File: src/source/exec_pkg.sv
// ======================================================================
// shared definitions for the RV32I integer execute stage
// xlen is fixed at 32 because the instruction encoding assumes it
// alu operation codes keep the original ALU control encoding
// ======================================================================
`default_nettype none

package exec_pkg;

	// data and address width
	localparam int xlen = 32;

	// alu operation select, 4 bit control code
	typedef enum logic [3:0] {
		alu_add    = 4'd0,
		alu_sub    = 4'd1,
		alu_sll    = 4'd2,
		alu_slt    = 4'd3,
		alu_sltu   = 4'd4,
		alu_xor    = 4'd5,
		alu_srl    = 4'd6,
		alu_sra    = 4'd7,
		alu_or     = 4'd8,
		alu_and    = 4'd9,
		alu_pass_b = 4'd10
	} alu_op_t;

	// major opcodes, instr[6:0]
	// register-register arithmetic
	localparam logic [6:0] opc_op     = 7'b0110011;
	// register-immediate arithmetic
	localparam logic [6:0] opc_op_imm = 7'b0010011;
	localparam logic [6:0] opc_lui    = 7'b0110111;
	localparam logic [6:0] opc_auipc  = 7'b0010111;
	localparam logic [6:0] opc_jal    = 7'b1101111;
	localparam logic [6:0] opc_jalr   = 7'b1100111;
	// all six conditional branches share this one
	localparam logic [6:0] opc_branch = 7'b1100011;

	// branch condition, funct3 field instr[14:12]
	localparam logic [2:0] f3_beq  = 3'b000;
	localparam logic [2:0] f3_bne  = 3'b001;
	// signed compares
	localparam logic [2:0] f3_blt  = 3'b100;
	localparam logic [2:0] f3_bge  = 3'b101;
	// unsigned compares
	localparam logic [2:0] f3_bltu = 3'b110;
	localparam logic [2:0] f3_bgeu = 3'b111;

	// codes 010 and 011 are reserved in the branch space
	// they decode as never taken

endpackage

`default_nettype wire

File: src/source/exec_alu.sv
// ======================================================================
// combinational ALU, zero cycles of latency
// shifts use only the low five bits of src2, as RV32I requires
// slt and sltu return 0 or 1, unknown codes give 0
// no overflow or carry flags leave this block
// ======================================================================
`timescale 1ns/1ps
`default_nettype none

module exec_alu import exec_pkg::*; (
	input  alu_op_t                alu_op,
	input  wire logic [xlen-1:0]   src1,
	input  wire logic [xlen-1:0]   src2,
	output logic      [xlen-1:0]   result,
	output logic                   zero
);

	// sum path
	logic [xlen-1:0] sum;

	// difference with one extra bit, top bit is the borrow
	logic [xlen:0]   diff;
	logic            borrow;

	// less-than results derived from the subtraction
	logic            lt_u;
	logic            lt_s;

	// shift amount
	logic [4:0]      shamt;

	// shifter outputs
	logic [xlen-1:0] shl;
	logic [xlen-1:0] shr_l;
	logic [xlen-1:0] shr_a;

	assign sum = src1 + src2;

	// src1 + ~src2 + 1 in xlen+1 bits
	assign diff   = {1'b0, src1} + {1'b0, ~src2} + {{xlen{1'b0}}, 1'b1};
	// carry out low means src1 < src2 unsigned
	assign borrow = ~diff[xlen];
	assign lt_u   = borrow;

	// signed compare
	// operands of different sign, the negative one is smaller
	// same sign, the difference sign bit decides
	assign lt_s = (src1[xlen-1] != src2[xlen-1]) ? src1[xlen-1] : diff[xlen-1];

	assign shamt = src2[4:0];

	assign shl   = src1 << shamt;
	assign shr_l = src1 >> shamt;
	// arithmetic right shift fills with the sign bit
	assign shr_a = $signed(src1) >>> shamt;

	// result select
	always_comb begin
		case (alu_op)
			alu_add: begin
				result = sum;
			end
			alu_sub: begin
				result = diff[xlen-1:0];
			end
			alu_sll: begin
				result = shl;
			end
			alu_slt: begin
				result = {{(xlen-1){1'b0}}, lt_s};
			end
			alu_sltu: begin
				result = {{(xlen-1){1'b0}}, lt_u};
			end
			alu_xor: begin
				result = src1 ^ src2;
			end
			alu_srl: begin
				result = shr_l;
			end
			alu_sra: begin
				result = shr_a;
			end
			alu_or: begin
				result = src1 | src2;
			end
			alu_and: begin
				result = src1 & src2;
			end
			alu_pass_b: begin
				// lui path, immediate straight through
				result = src2;
			end
			default: begin
				// codes 11 to 15 are not used
				result = '0;
			end
		endcase
	end

	// zero flag on the selected result
	// beq and bne look at this after a sub
	assign zero = (result == '0);

endmodule

`default_nettype wire

File: src/source/exec_decode.sv
// ======================================================================
// decode register of the execute stage
// accepts one instruction per cycle while in_valid is high, no stall
// unknown opcodes raise dec_illegal and never write the register file
// ======================================================================
`timescale 1ns/1ps
`default_nettype none

module exec_decode import exec_pkg::*; (
	input  wire logic              clk,
	input  wire logic              arst_n,
	input  wire logic              in_valid,
	input  wire logic [31:0]       instr,
	input  wire logic [xlen-1:0]   pc,
	input  wire logic [xlen-1:0]   rs1_data,
	input  wire logic [xlen-1:0]   rs2_data,
	output alu_op_t                alu_op,
	output logic      [xlen-1:0]   src1,
	output logic      [xlen-1:0]   src2,
	output logic                   dec_valid,
	output logic      [4:0]        dec_rd,
	output logic                   dec_we,
	output logic                   dec_illegal,
	output logic                   dec_is_branch,
	output logic                   dec_is_jal,
	output logic                   dec_is_jalr,
	output logic      [2:0]        dec_funct3,
	output logic      [xlen-1:0]   dec_pc,
	output logic      [xlen-1:0]   dec_rs1,
	output logic      [xlen-1:0]   dec_imm
);

	// instruction fields
	logic [6:0]      opcode;
	logic [4:0]      rd;
	logic [2:0]      funct3;
	// instr[30] selects sub and sra
	logic            alt;

	// immediates in the standard formats
	logic [xlen-1:0] imm_i;
	logic [xlen-1:0] imm_u;
	logic [xlen-1:0] imm_b;
	logic [xlen-1:0] imm_j;

	// opcode class
	logic            is_op;
	logic            is_op_imm;
	logic            is_lui;
	logic            is_auipc;
	logic            is_jal;
	logic            is_jalr;
	logic            is_branch;
	logic            known;

	// next values for the decode registers
	alu_op_t         op_nxt;
	logic [xlen-1:0] imm_nxt;
	logic [xlen-1:0] src1_nxt;
	logic [xlen-1:0] src2_nxt;
	logic            we_nxt;

	assign opcode = instr[6:0];
	assign rd     = instr[11:7];
	assign funct3 = instr[14:12];
	assign alt    = instr[30];

	assign imm_i = {{20{instr[31]}}, instr[31:20]};
	assign imm_u = {instr[31:12], 12'b0};
	// branch offset, bit 0 always zero
	assign imm_b = {{20{instr[31]}}, instr[7], instr[30:25], instr[11:8], 1'b0};
	// jump offset, bit 0 always zero
	assign imm_j = {{12{instr[31]}}, instr[19:12], instr[20], instr[30:21], 1'b0};

	assign is_op     = (opcode == opc_op);
	assign is_op_imm = (opcode == opc_op_imm);
	assign is_lui    = (opcode == opc_lui);
	assign is_auipc  = (opcode == opc_auipc);
	assign is_jal    = (opcode == opc_jal);
	assign is_jalr   = (opcode == opc_jalr);
	assign is_branch = (opcode == opc_branch);
	assign known     = is_op | is_op_imm | is_lui | is_auipc | is_jal | is_jalr | is_branch;

	// alu operation and immediate select
	always_comb begin
		op_nxt  = alu_add;
		imm_nxt = '0;
		if (is_op || is_op_imm) begin
			// immediate is only meaningful for op-imm, shamt sits in its low bits
			imm_nxt = imm_i;
			case (funct3)
				// no sub form for op-imm, instr[30] is immediate there
				3'b000:  op_nxt = (is_op && alt) ? alu_sub : alu_add;
				3'b001:  op_nxt = alu_sll;
				3'b010:  op_nxt = alu_slt;
				3'b011:  op_nxt = alu_sltu;
				3'b100:  op_nxt = alu_xor;
				3'b101:  op_nxt = alt ? alu_sra : alu_srl;
				3'b110:  op_nxt = alu_or;
				default: op_nxt = alu_and;
			endcase
		end else if (is_branch) begin
			imm_nxt = imm_b;
			// equality via zero flag, ordering via less-than bit
			case (funct3)
				f3_blt, f3_bge:   op_nxt = alu_slt;
				f3_bltu, f3_bgeu: op_nxt = alu_sltu;
				default:          op_nxt = alu_sub;
			endcase
		end else if (is_lui) begin
			imm_nxt = imm_u;
			op_nxt  = alu_pass_b;
		end else if (is_auipc) begin
			imm_nxt = imm_u;
		end else if (is_jal) begin
			imm_nxt = imm_j;
		end else if (is_jalr) begin
			imm_nxt = imm_i;
		end
	end

	// operand select
	// jumps compute the link address pc + 4 in the alu
	assign src1_nxt = (is_auipc || is_jal || is_jalr) ? pc : rs1_data;
	assign src2_nxt = (is_jal || is_jalr)                   ? xlen'(4) :
	                  (is_op_imm || is_lui || is_auipc)     ? imm_nxt  : rs2_data;

	// no write for branches, unknown opcodes or x0
	assign we_nxt = known && !is_branch && (rd != 5'd0);

	// strobe and control flags
	always_ff @(posedge clk or negedge arst_n) begin
		if (!arst_n) begin
			dec_valid     <= 1'b0;
			dec_we        <= 1'b0;
			dec_illegal   <= 1'b0;
			dec_is_branch <= 1'b0;
			dec_is_jal    <= 1'b0;
			dec_is_jalr   <= 1'b0;
		end else begin
			dec_valid <= in_valid;
			if (in_valid) begin
				dec_we        <= we_nxt;
				dec_illegal   <= !known;
				dec_is_branch <= is_branch;
				dec_is_jal    <= is_jal;
				dec_is_jalr   <= is_jalr;
			end
		end
	end

	// operands and side data, held while no instruction arrives
	always_ff @(posedge clk) begin
		if (in_valid) begin
			alu_op     <= op_nxt;
			src1       <= src1_nxt;
			src2       <= src2_nxt;
			dec_rd     <= rd;
			dec_funct3 <= funct3;
			dec_pc     <= pc;
			dec_rs1    <= rs1_data;
			dec_imm    <= imm_nxt;
		end
	end

endmodule

`default_nettype wire

File: src/source/exec_resolve.sv
// ======================================================================
// resolve register of the execute stage
// branch outcome comes from the ALU result of the decode stage
// outputs hold their last values while out_valid is low
// ======================================================================
`timescale 1ns/1ps
`default_nettype none

module exec_resolve import exec_pkg::*; (
	input  wire logic              clk,
	input  wire logic              arst_n,
	input  wire logic              dec_valid,
	input  wire logic [4:0]        dec_rd,
	input  wire logic              dec_we,
	input  wire logic              dec_illegal,
	input  wire logic              dec_is_branch,
	input  wire logic              dec_is_jal,
	input  wire logic              dec_is_jalr,
	input  wire logic [2:0]        dec_funct3,
	input  wire logic [xlen-1:0]   dec_pc,
	input  wire logic [xlen-1:0]   dec_rs1,
	input  wire logic [xlen-1:0]   dec_imm,
	input  wire logic [xlen-1:0]   alu_result,
	input  wire logic              alu_zero,
	output logic                   out_valid,
	output logic      [4:0]        rd_addr,
	output logic                   rd_we,
	output logic      [xlen-1:0]   rd_data,
	output logic                   redirect,
	output logic      [xlen-1:0]   redirect_pc,
	output logic                   illegal
);

	// branch condition met
	logic            taken;
	// control flow change for this instruction
	logic            redir_nxt;
	// target address before and after jalr alignment
	logic [xlen-1:0] base;
	logic [xlen-1:0] target;

	// condition from the flags of sub, slt or sltu
	always_comb begin
		case (dec_funct3)
			f3_beq:           taken = alu_zero;
			f3_bne:           taken = !alu_zero;
			f3_blt, f3_bltu:  taken = alu_result[0];
			f3_bge, f3_bgeu:  taken = !alu_result[0];
			// reserved encodings fall through
			default:          taken = 1'b0;
		endcase
	end

	// jumps always redirect
	assign redir_nxt = dec_is_jal || dec_is_jalr || (dec_is_branch && taken);

	// jalr is register relative, everything else pc relative
	assign base   = dec_is_jalr ? dec_rs1 : dec_pc;
	assign target = (base + dec_imm) & ~{{(xlen-1){1'b0}}, dec_is_jalr};

	// strobe and control outputs
	always_ff @(posedge clk or negedge arst_n) begin
		if (!arst_n) begin
			out_valid <= 1'b0;
			rd_we     <= 1'b0;
			redirect  <= 1'b0;
			illegal   <= 1'b0;
		end else begin
			out_valid <= dec_valid;
			if (dec_valid) begin
				rd_we    <= dec_we;
				redirect <= redir_nxt;
				illegal  <= dec_illegal;
			end
		end
	end

	// write data and target
	// link address pc + 4 already comes out of the alu for jumps
	always_ff @(posedge clk) begin
		if (dec_valid) begin
			rd_addr     <= dec_rd;
			rd_data     <= alu_result;
			redirect_pc <= target;
		end
	end

endmodule

`default_nettype wire

File: src/source/exec_unit.sv
// ======================================================================
// RV32I integer execute stage, two cycles from in_valid to out_valid
// one instruction per cycle, no stall, no forwarding or flush
// rd_we, redirect and illegal count only while out_valid is high
// ======================================================================
`timescale 1ns/1ps
`default_nettype none

module exec_unit import exec_pkg::*; (
	input  wire logic              clk,
	input  wire logic              arst_n,
	input  wire logic              in_valid,
	input  wire logic [31:0]       instr,
	input  wire logic [xlen-1:0]   pc,
	input  wire logic [xlen-1:0]   rs1_data,
	input  wire logic [xlen-1:0]   rs2_data,
	output logic                   out_valid,
	output logic      [4:0]        rd_addr,
	output logic                   rd_we,
	output logic      [xlen-1:0]   rd_data,
	output logic                   redirect,
	output logic      [xlen-1:0]   redirect_pc,
	output logic                   illegal
);

	// decode to alu
	alu_op_t         alu_op;
	logic [xlen-1:0] src1;
	logic [xlen-1:0] src2;

	// decode to resolve
	logic            dec_valid;
	logic [4:0]      dec_rd;
	logic            dec_we;
	logic            dec_illegal;
	logic            dec_is_branch;
	logic            dec_is_jal;
	logic            dec_is_jalr;
	logic [2:0]      dec_funct3;
	logic [xlen-1:0] dec_pc;
	logic [xlen-1:0] dec_rs1;
	logic [xlen-1:0] dec_imm;

	// alu to resolve
	logic [xlen-1:0] alu_result;
	logic            alu_zero;

	// first register stage
	exec_decode u_decode (
		.clk           (clk),
		.arst_n        (arst_n),
		.in_valid      (in_valid),
		.instr         (instr),
		.pc            (pc),
		.rs1_data      (rs1_data),
		.rs2_data      (rs2_data),
		.alu_op        (alu_op),
		.src1          (src1),
		.src2          (src2),
		.dec_valid     (dec_valid),
		.dec_rd        (dec_rd),
		.dec_we        (dec_we),
		.dec_illegal   (dec_illegal),
		.dec_is_branch (dec_is_branch),
		.dec_is_jal    (dec_is_jal),
		.dec_is_jalr   (dec_is_jalr),
		.dec_funct3    (dec_funct3),
		.dec_pc        (dec_pc),
		.dec_rs1       (dec_rs1),
		.dec_imm       (dec_imm)
	);

	// combinational between the two stages
	exec_alu u_alu (
		.alu_op (alu_op),
		.src1   (src1),
		.src2   (src2),
		.result (alu_result),
		.zero   (alu_zero)
	);

	// second register stage
	exec_resolve u_resolve (
		.clk           (clk),
		.arst_n        (arst_n),
		.dec_valid     (dec_valid),
		.dec_rd        (dec_rd),
		.dec_we        (dec_we),
		.dec_illegal   (dec_illegal),
		.dec_is_branch (dec_is_branch),
		.dec_is_jal    (dec_is_jal),
		.dec_is_jalr   (dec_is_jalr),
		.dec_funct3    (dec_funct3),
		.dec_pc        (dec_pc),
		.dec_rs1       (dec_rs1),
		.dec_imm       (dec_imm),
		.alu_result    (alu_result),
		.alu_zero      (alu_zero),
		.out_valid     (out_valid),
		.rd_addr       (rd_addr),
		.rd_we         (rd_we),
		.rd_data       (rd_data),
		.redirect      (redirect),
		.redirect_pc   (redirect_pc),
		.illegal       (illegal)
	);

endmodule

`default_nettype wire
File: config.mk
export PLATFORM = sky130hd
export DESIGN_NAME = exec_unit
export DESIGN_NICKNAME = d
export VERILOG_FILES = /design/src/source/exec_pkg.sv /design/src/source/exec_alu.sv /design/src/source/exec_decode.sv /design/src/source/exec_resolve.sv /design/src/source/exec_unit.sv
export SDC_FILE = /design/constraint.sdc
export NUM_CORES = 1
export LEC_CHECK = 0
export BUFFER_PORTS_ARGS = -buffer_cell sky130_fd_sc_hd__buf_2
export CORE_MARGIN = 4
export CORE_UTILIZATION = 40
export CTS_CLUSTER_DIAMETER = 200
export DETAILED_ROUTE_END_ITERATION = 7
export HOLD_SLACK_MARGIN = 0.02
export PLACE_DENSITY = 0.65
export SLEW_MARGIN = 40
export SYNTH_ARGS = -nofsm -noshare
export SYNTH_HDL_FRONTEND = slang
export SYNTH_SLANG_ARGS = --single-unit
File: constraint.sdc
create_clock -name clk -period 16.5 [get_ports clk]
set_input_delay 1.65 -clock clk [delete_from_list [all_inputs] [get_ports clk]]
set_output_delay 1.65 -clock clk [all_outputs]
set_load 0.005 [all_outputs]
==> reports/results.tsv <==
metric	value	unit
I/O pin count	204	
endpoints failing setup	0	
Synthesized Nets	2528	
total die area	56700	sq um
synth warn	0	
Least-Margin Pin Slew	0.912	ns
status	completed	
GR peak layer	met2	
met2 Track Usage GR	48.5	%
CTS tree	built	
leakage power total	0.00956	uW
DRT antenna net count	0	
Area Growth Syn to Fin	12.6	%
Mean Syn Cell Area	9.36	sq um
H-tree depth	1	
Post-DP HPWL	71400	um
synth unique cells	92	
Core ar.	52400	sq um
hold path depth	0	
Clk Latency, worst-skew pair	0.60	ns
ys flop type	edfxtp_1	
clock-pin slew on the worst setup and hold paths	0.07	ns
TritonCTS Buffers	29	
via count	20391	
largest net degree at the start of global routing	98	
FMAX	147	MHz
non-filler cells, final	3109	
post-synthesis sequential area ratio	35.4	%
dpl cells	3054	
DR WL/cell	30.0	um
WP data arrival	7.35	ns
Post-synth EDFFs	241	
register area	7490	sq um
R2R depth	26	
RSZ-0062 raised after global routing	false	
Sink Count	251	
# hold bufs at CTS	0	
crit-path max FO	61	
Yosys top cell area share	34.2	%
critical path type	flip-flop to flip-flop	
gr usage total	31.5	%
Slew headroom	39.0	%
Final Max Slew Viols	0	
final number of hold-violating endpoints	0	
drt drc	0	
post-synth top area cell	edfxtp_1	
met1 Usage GRT	44.9	%
area of the mapped netlist	21200	sq um
crit share post-route	41.3	%
final WL	93100	um
layout net count	2663	
routing usage on met3	4.76	%
DIE HEIGHT	238	um
Synth area leaders	edfxtp_1, ha_1, mux2_2	
Max clock buf depth	3	
fin crit period	6.81	ns
Final Skew	0.0253	ns
initial DRC count	2513	
Mapped Cells	2262	
initial antenna violation count	2	
post-CTS setup buffers	0	
Multi-input gate area	12600	sq um
maximum VDD drop	77.3	uV
Root Buffer	clkbuf_16	
layout cell share with drive strength beyond 1	18.9	%
Yosys reg bits	251	
max cap viols	0	
first-pass GRT wire length	135000	um
most numerous cell in the Yosys netlist	edfxtp_1	
number of global-route vias before repair	19349	
Post-synth top cells	edfxtp_1, nand2_1, nor2_1, a21oi_1, ha_1	
TNS Setup	0	ns
Via density	6.56	
# port buffers	203	
Final Hold Slack	0.418	ns
initial core utilization	40.4	%
Resized cells post-CTS	0	
die width	238	um
DR pass1 iterations	7	
Synth async-reset ratio	3.98	%
Worst Path Required	17.04	ns
Final GP Congestion	1.03	
CP Launch Type	flip-flop	
power per cell area	94.3	nW/um^2
HP Class	flip-flop to flip-flop	
FILL cells	5082	
critical path endpoint category	flip-flop	
total congestion overflow	0	
num rows	84	
layer usage:
layer  wire, um  vias to the layer above
met5         13                        -
met4       4530                        2
met3       8530                      194
met2      40800                     1257
met1      39300                    10071
li1           -                     8867
logic make-up (layout without fill, tap and decap cells):
family          after synthesis  in the layout  share of synthesized area (%)
compound gates              680            680                           21.9
xor+xnor                     46             46                           1.90
fa+ha+maj                   135            135                           8.12
buf+inv                     277            435                           5.48
flops                       251            251                           35.4
mux                         193            193                           11.7
other cells                   0              1                              0
simple gates                680            680                           15.5
layout make-up:
type	instances	share of cell area (%)
multi-input cells	1734	52.9
flip-flops and latches	251	31.4
repair buffers	257	6.06
well taps	688	3.61
clock buffers	33	3.19
inverters	124	1.95
clock inverters	21	0.818
diodes	1	0.0105
through the flow:
| stage | worst slack [ns] | util [%] | area [sq um] | power (uW) |
|---|---|---|---|---|
| finish | 9.69 | 45.5 | 23900 | 2250 |
| global route | 9.38 | 45.5 | 23800 | 2330 |
| CTS | 9.83 | 45.5 | 23800 | 2230 |
| detailed placement | 9.82 | 43.6 | 22900 | 1580 |
| global placement | 9.63 | 43.6 | 22800 | 1570 |
| floorplan | 11.03 | - | 21200 | 1280 |
worst paths after layout:
| check | startpoint | to | slack [ns] |
|---|---|---|---|
| worst max-delay path | u_decode.src2[1]$_SDFFCE_PP0P_ | u_resolve.redirect$_DFFE_PN0P_ | 9.69 |
| max in group asynchronous | arst_n | u_decode.dec_valid$_DFF_PN0_ | 15.28 |
| worst min-delay path | u_decode.dec_rd[4]$_DFFE_PP_ | u_resolve.rd_addr[4]$_DFFE_PP_ | 0.42 |
| worst max register to register | u_decode.src2[1]$_SDFFCE_PP0P_ | u_resolve.redirect$_DFFE_PN0P_ | 9.69 |
| worst min register to register | u_decode.dec_rd[4]$_DFFE_PP_ | u_resolve.rd_addr[4]$_DFFE_PP_ | 0.42 |
| min in group asynchronous | arst_n | u_resolve.redirect$_DFFE_PN0P_ | 0.94 |
report_power, final:
group | switching (uW) | internal (uW) | total (uW)
Clock | 289 | 366 | 655
Combinational | 498 | 271 | 769
Sequential | 46.9 | 778 | 825
worst max-delay path, stage by stage (launching register included):
cell and delay [ns]:
edfxtp_1 0.32, buf_4 0.57, inv_1 0.09, buf_4 0.31
ha_1 0.39, nor2_1 0.08, o311ai_1 0.73, a211oi_1 0.38
o31ai_1 0.56, a31oi_1 0.26, a21o_1 0.25, a21o_1 0.18
nand2_1 0.05, a21oi_1 0.07, nor2_1 0.12, o21ai_0 0.11
fa_1 0.45, mux2i_1 0.14, nor3_1 0.06, a311oi_1 0.23
o211ai_1 0.14, nor2_1 0.11, nand3_1 0.10, a2111oi_0 0.37
nand4_1 0.27, o31a_1 0.36, nand2_1 0.06
registers in the layout, summed over array words and instances, names as in the netlist:
name and count:
u_decode.dec_pc 32, u_decode.dec_imm 32, u_decode.dec_is_branch 1, u_resolve.rd_data 32, u_decode.src2 32, u_decode.dec_is_jal 1
u_resolve.out_valid 1, u_decode.dec_illegal 1, u_resolve.redirect 1, u_decode.dec_we 1, u_decode.dec_is_jalr 1, u_resolve.redirect_pc 32
u_decode.dec_valid 1, u_decode.dec_rs1 32, u_resolve.rd_we 1, u_decode.dec_rd 5, u_decode.dec_funct3 3, u_resolve.rd_addr 5
u_decode.alu_op 4, u_decode.src1 32, u_resolve.illegal 1
layout by cell type, fill, tap and decap left out, types with 15 or more instances in the layout:
cell       instances
o211ai_1          25
a21o_1            54
a22oi_1           29
a21oi_1          154
mux2_2            82
o21ai_0          106
a31oi_1           15
nor2b_1           34
nor3_1            44
nand2b_1          30
edfxtp_1         241
ha_1             131
a211oi_1          34
buf_2            202
nor4_1            21
mux4_2            35
clkbuf_16         29
nor2_1           158
nand2_1          224
o31ai_1           23
mux2i_1           70
o22ai_1           33
nand3_1           44
nand4_1           27
buf_4             52
o21a_1            16
inv_1            120
xnor2_1           33
No activity file was read; power rests on OpenSTA's default activity.
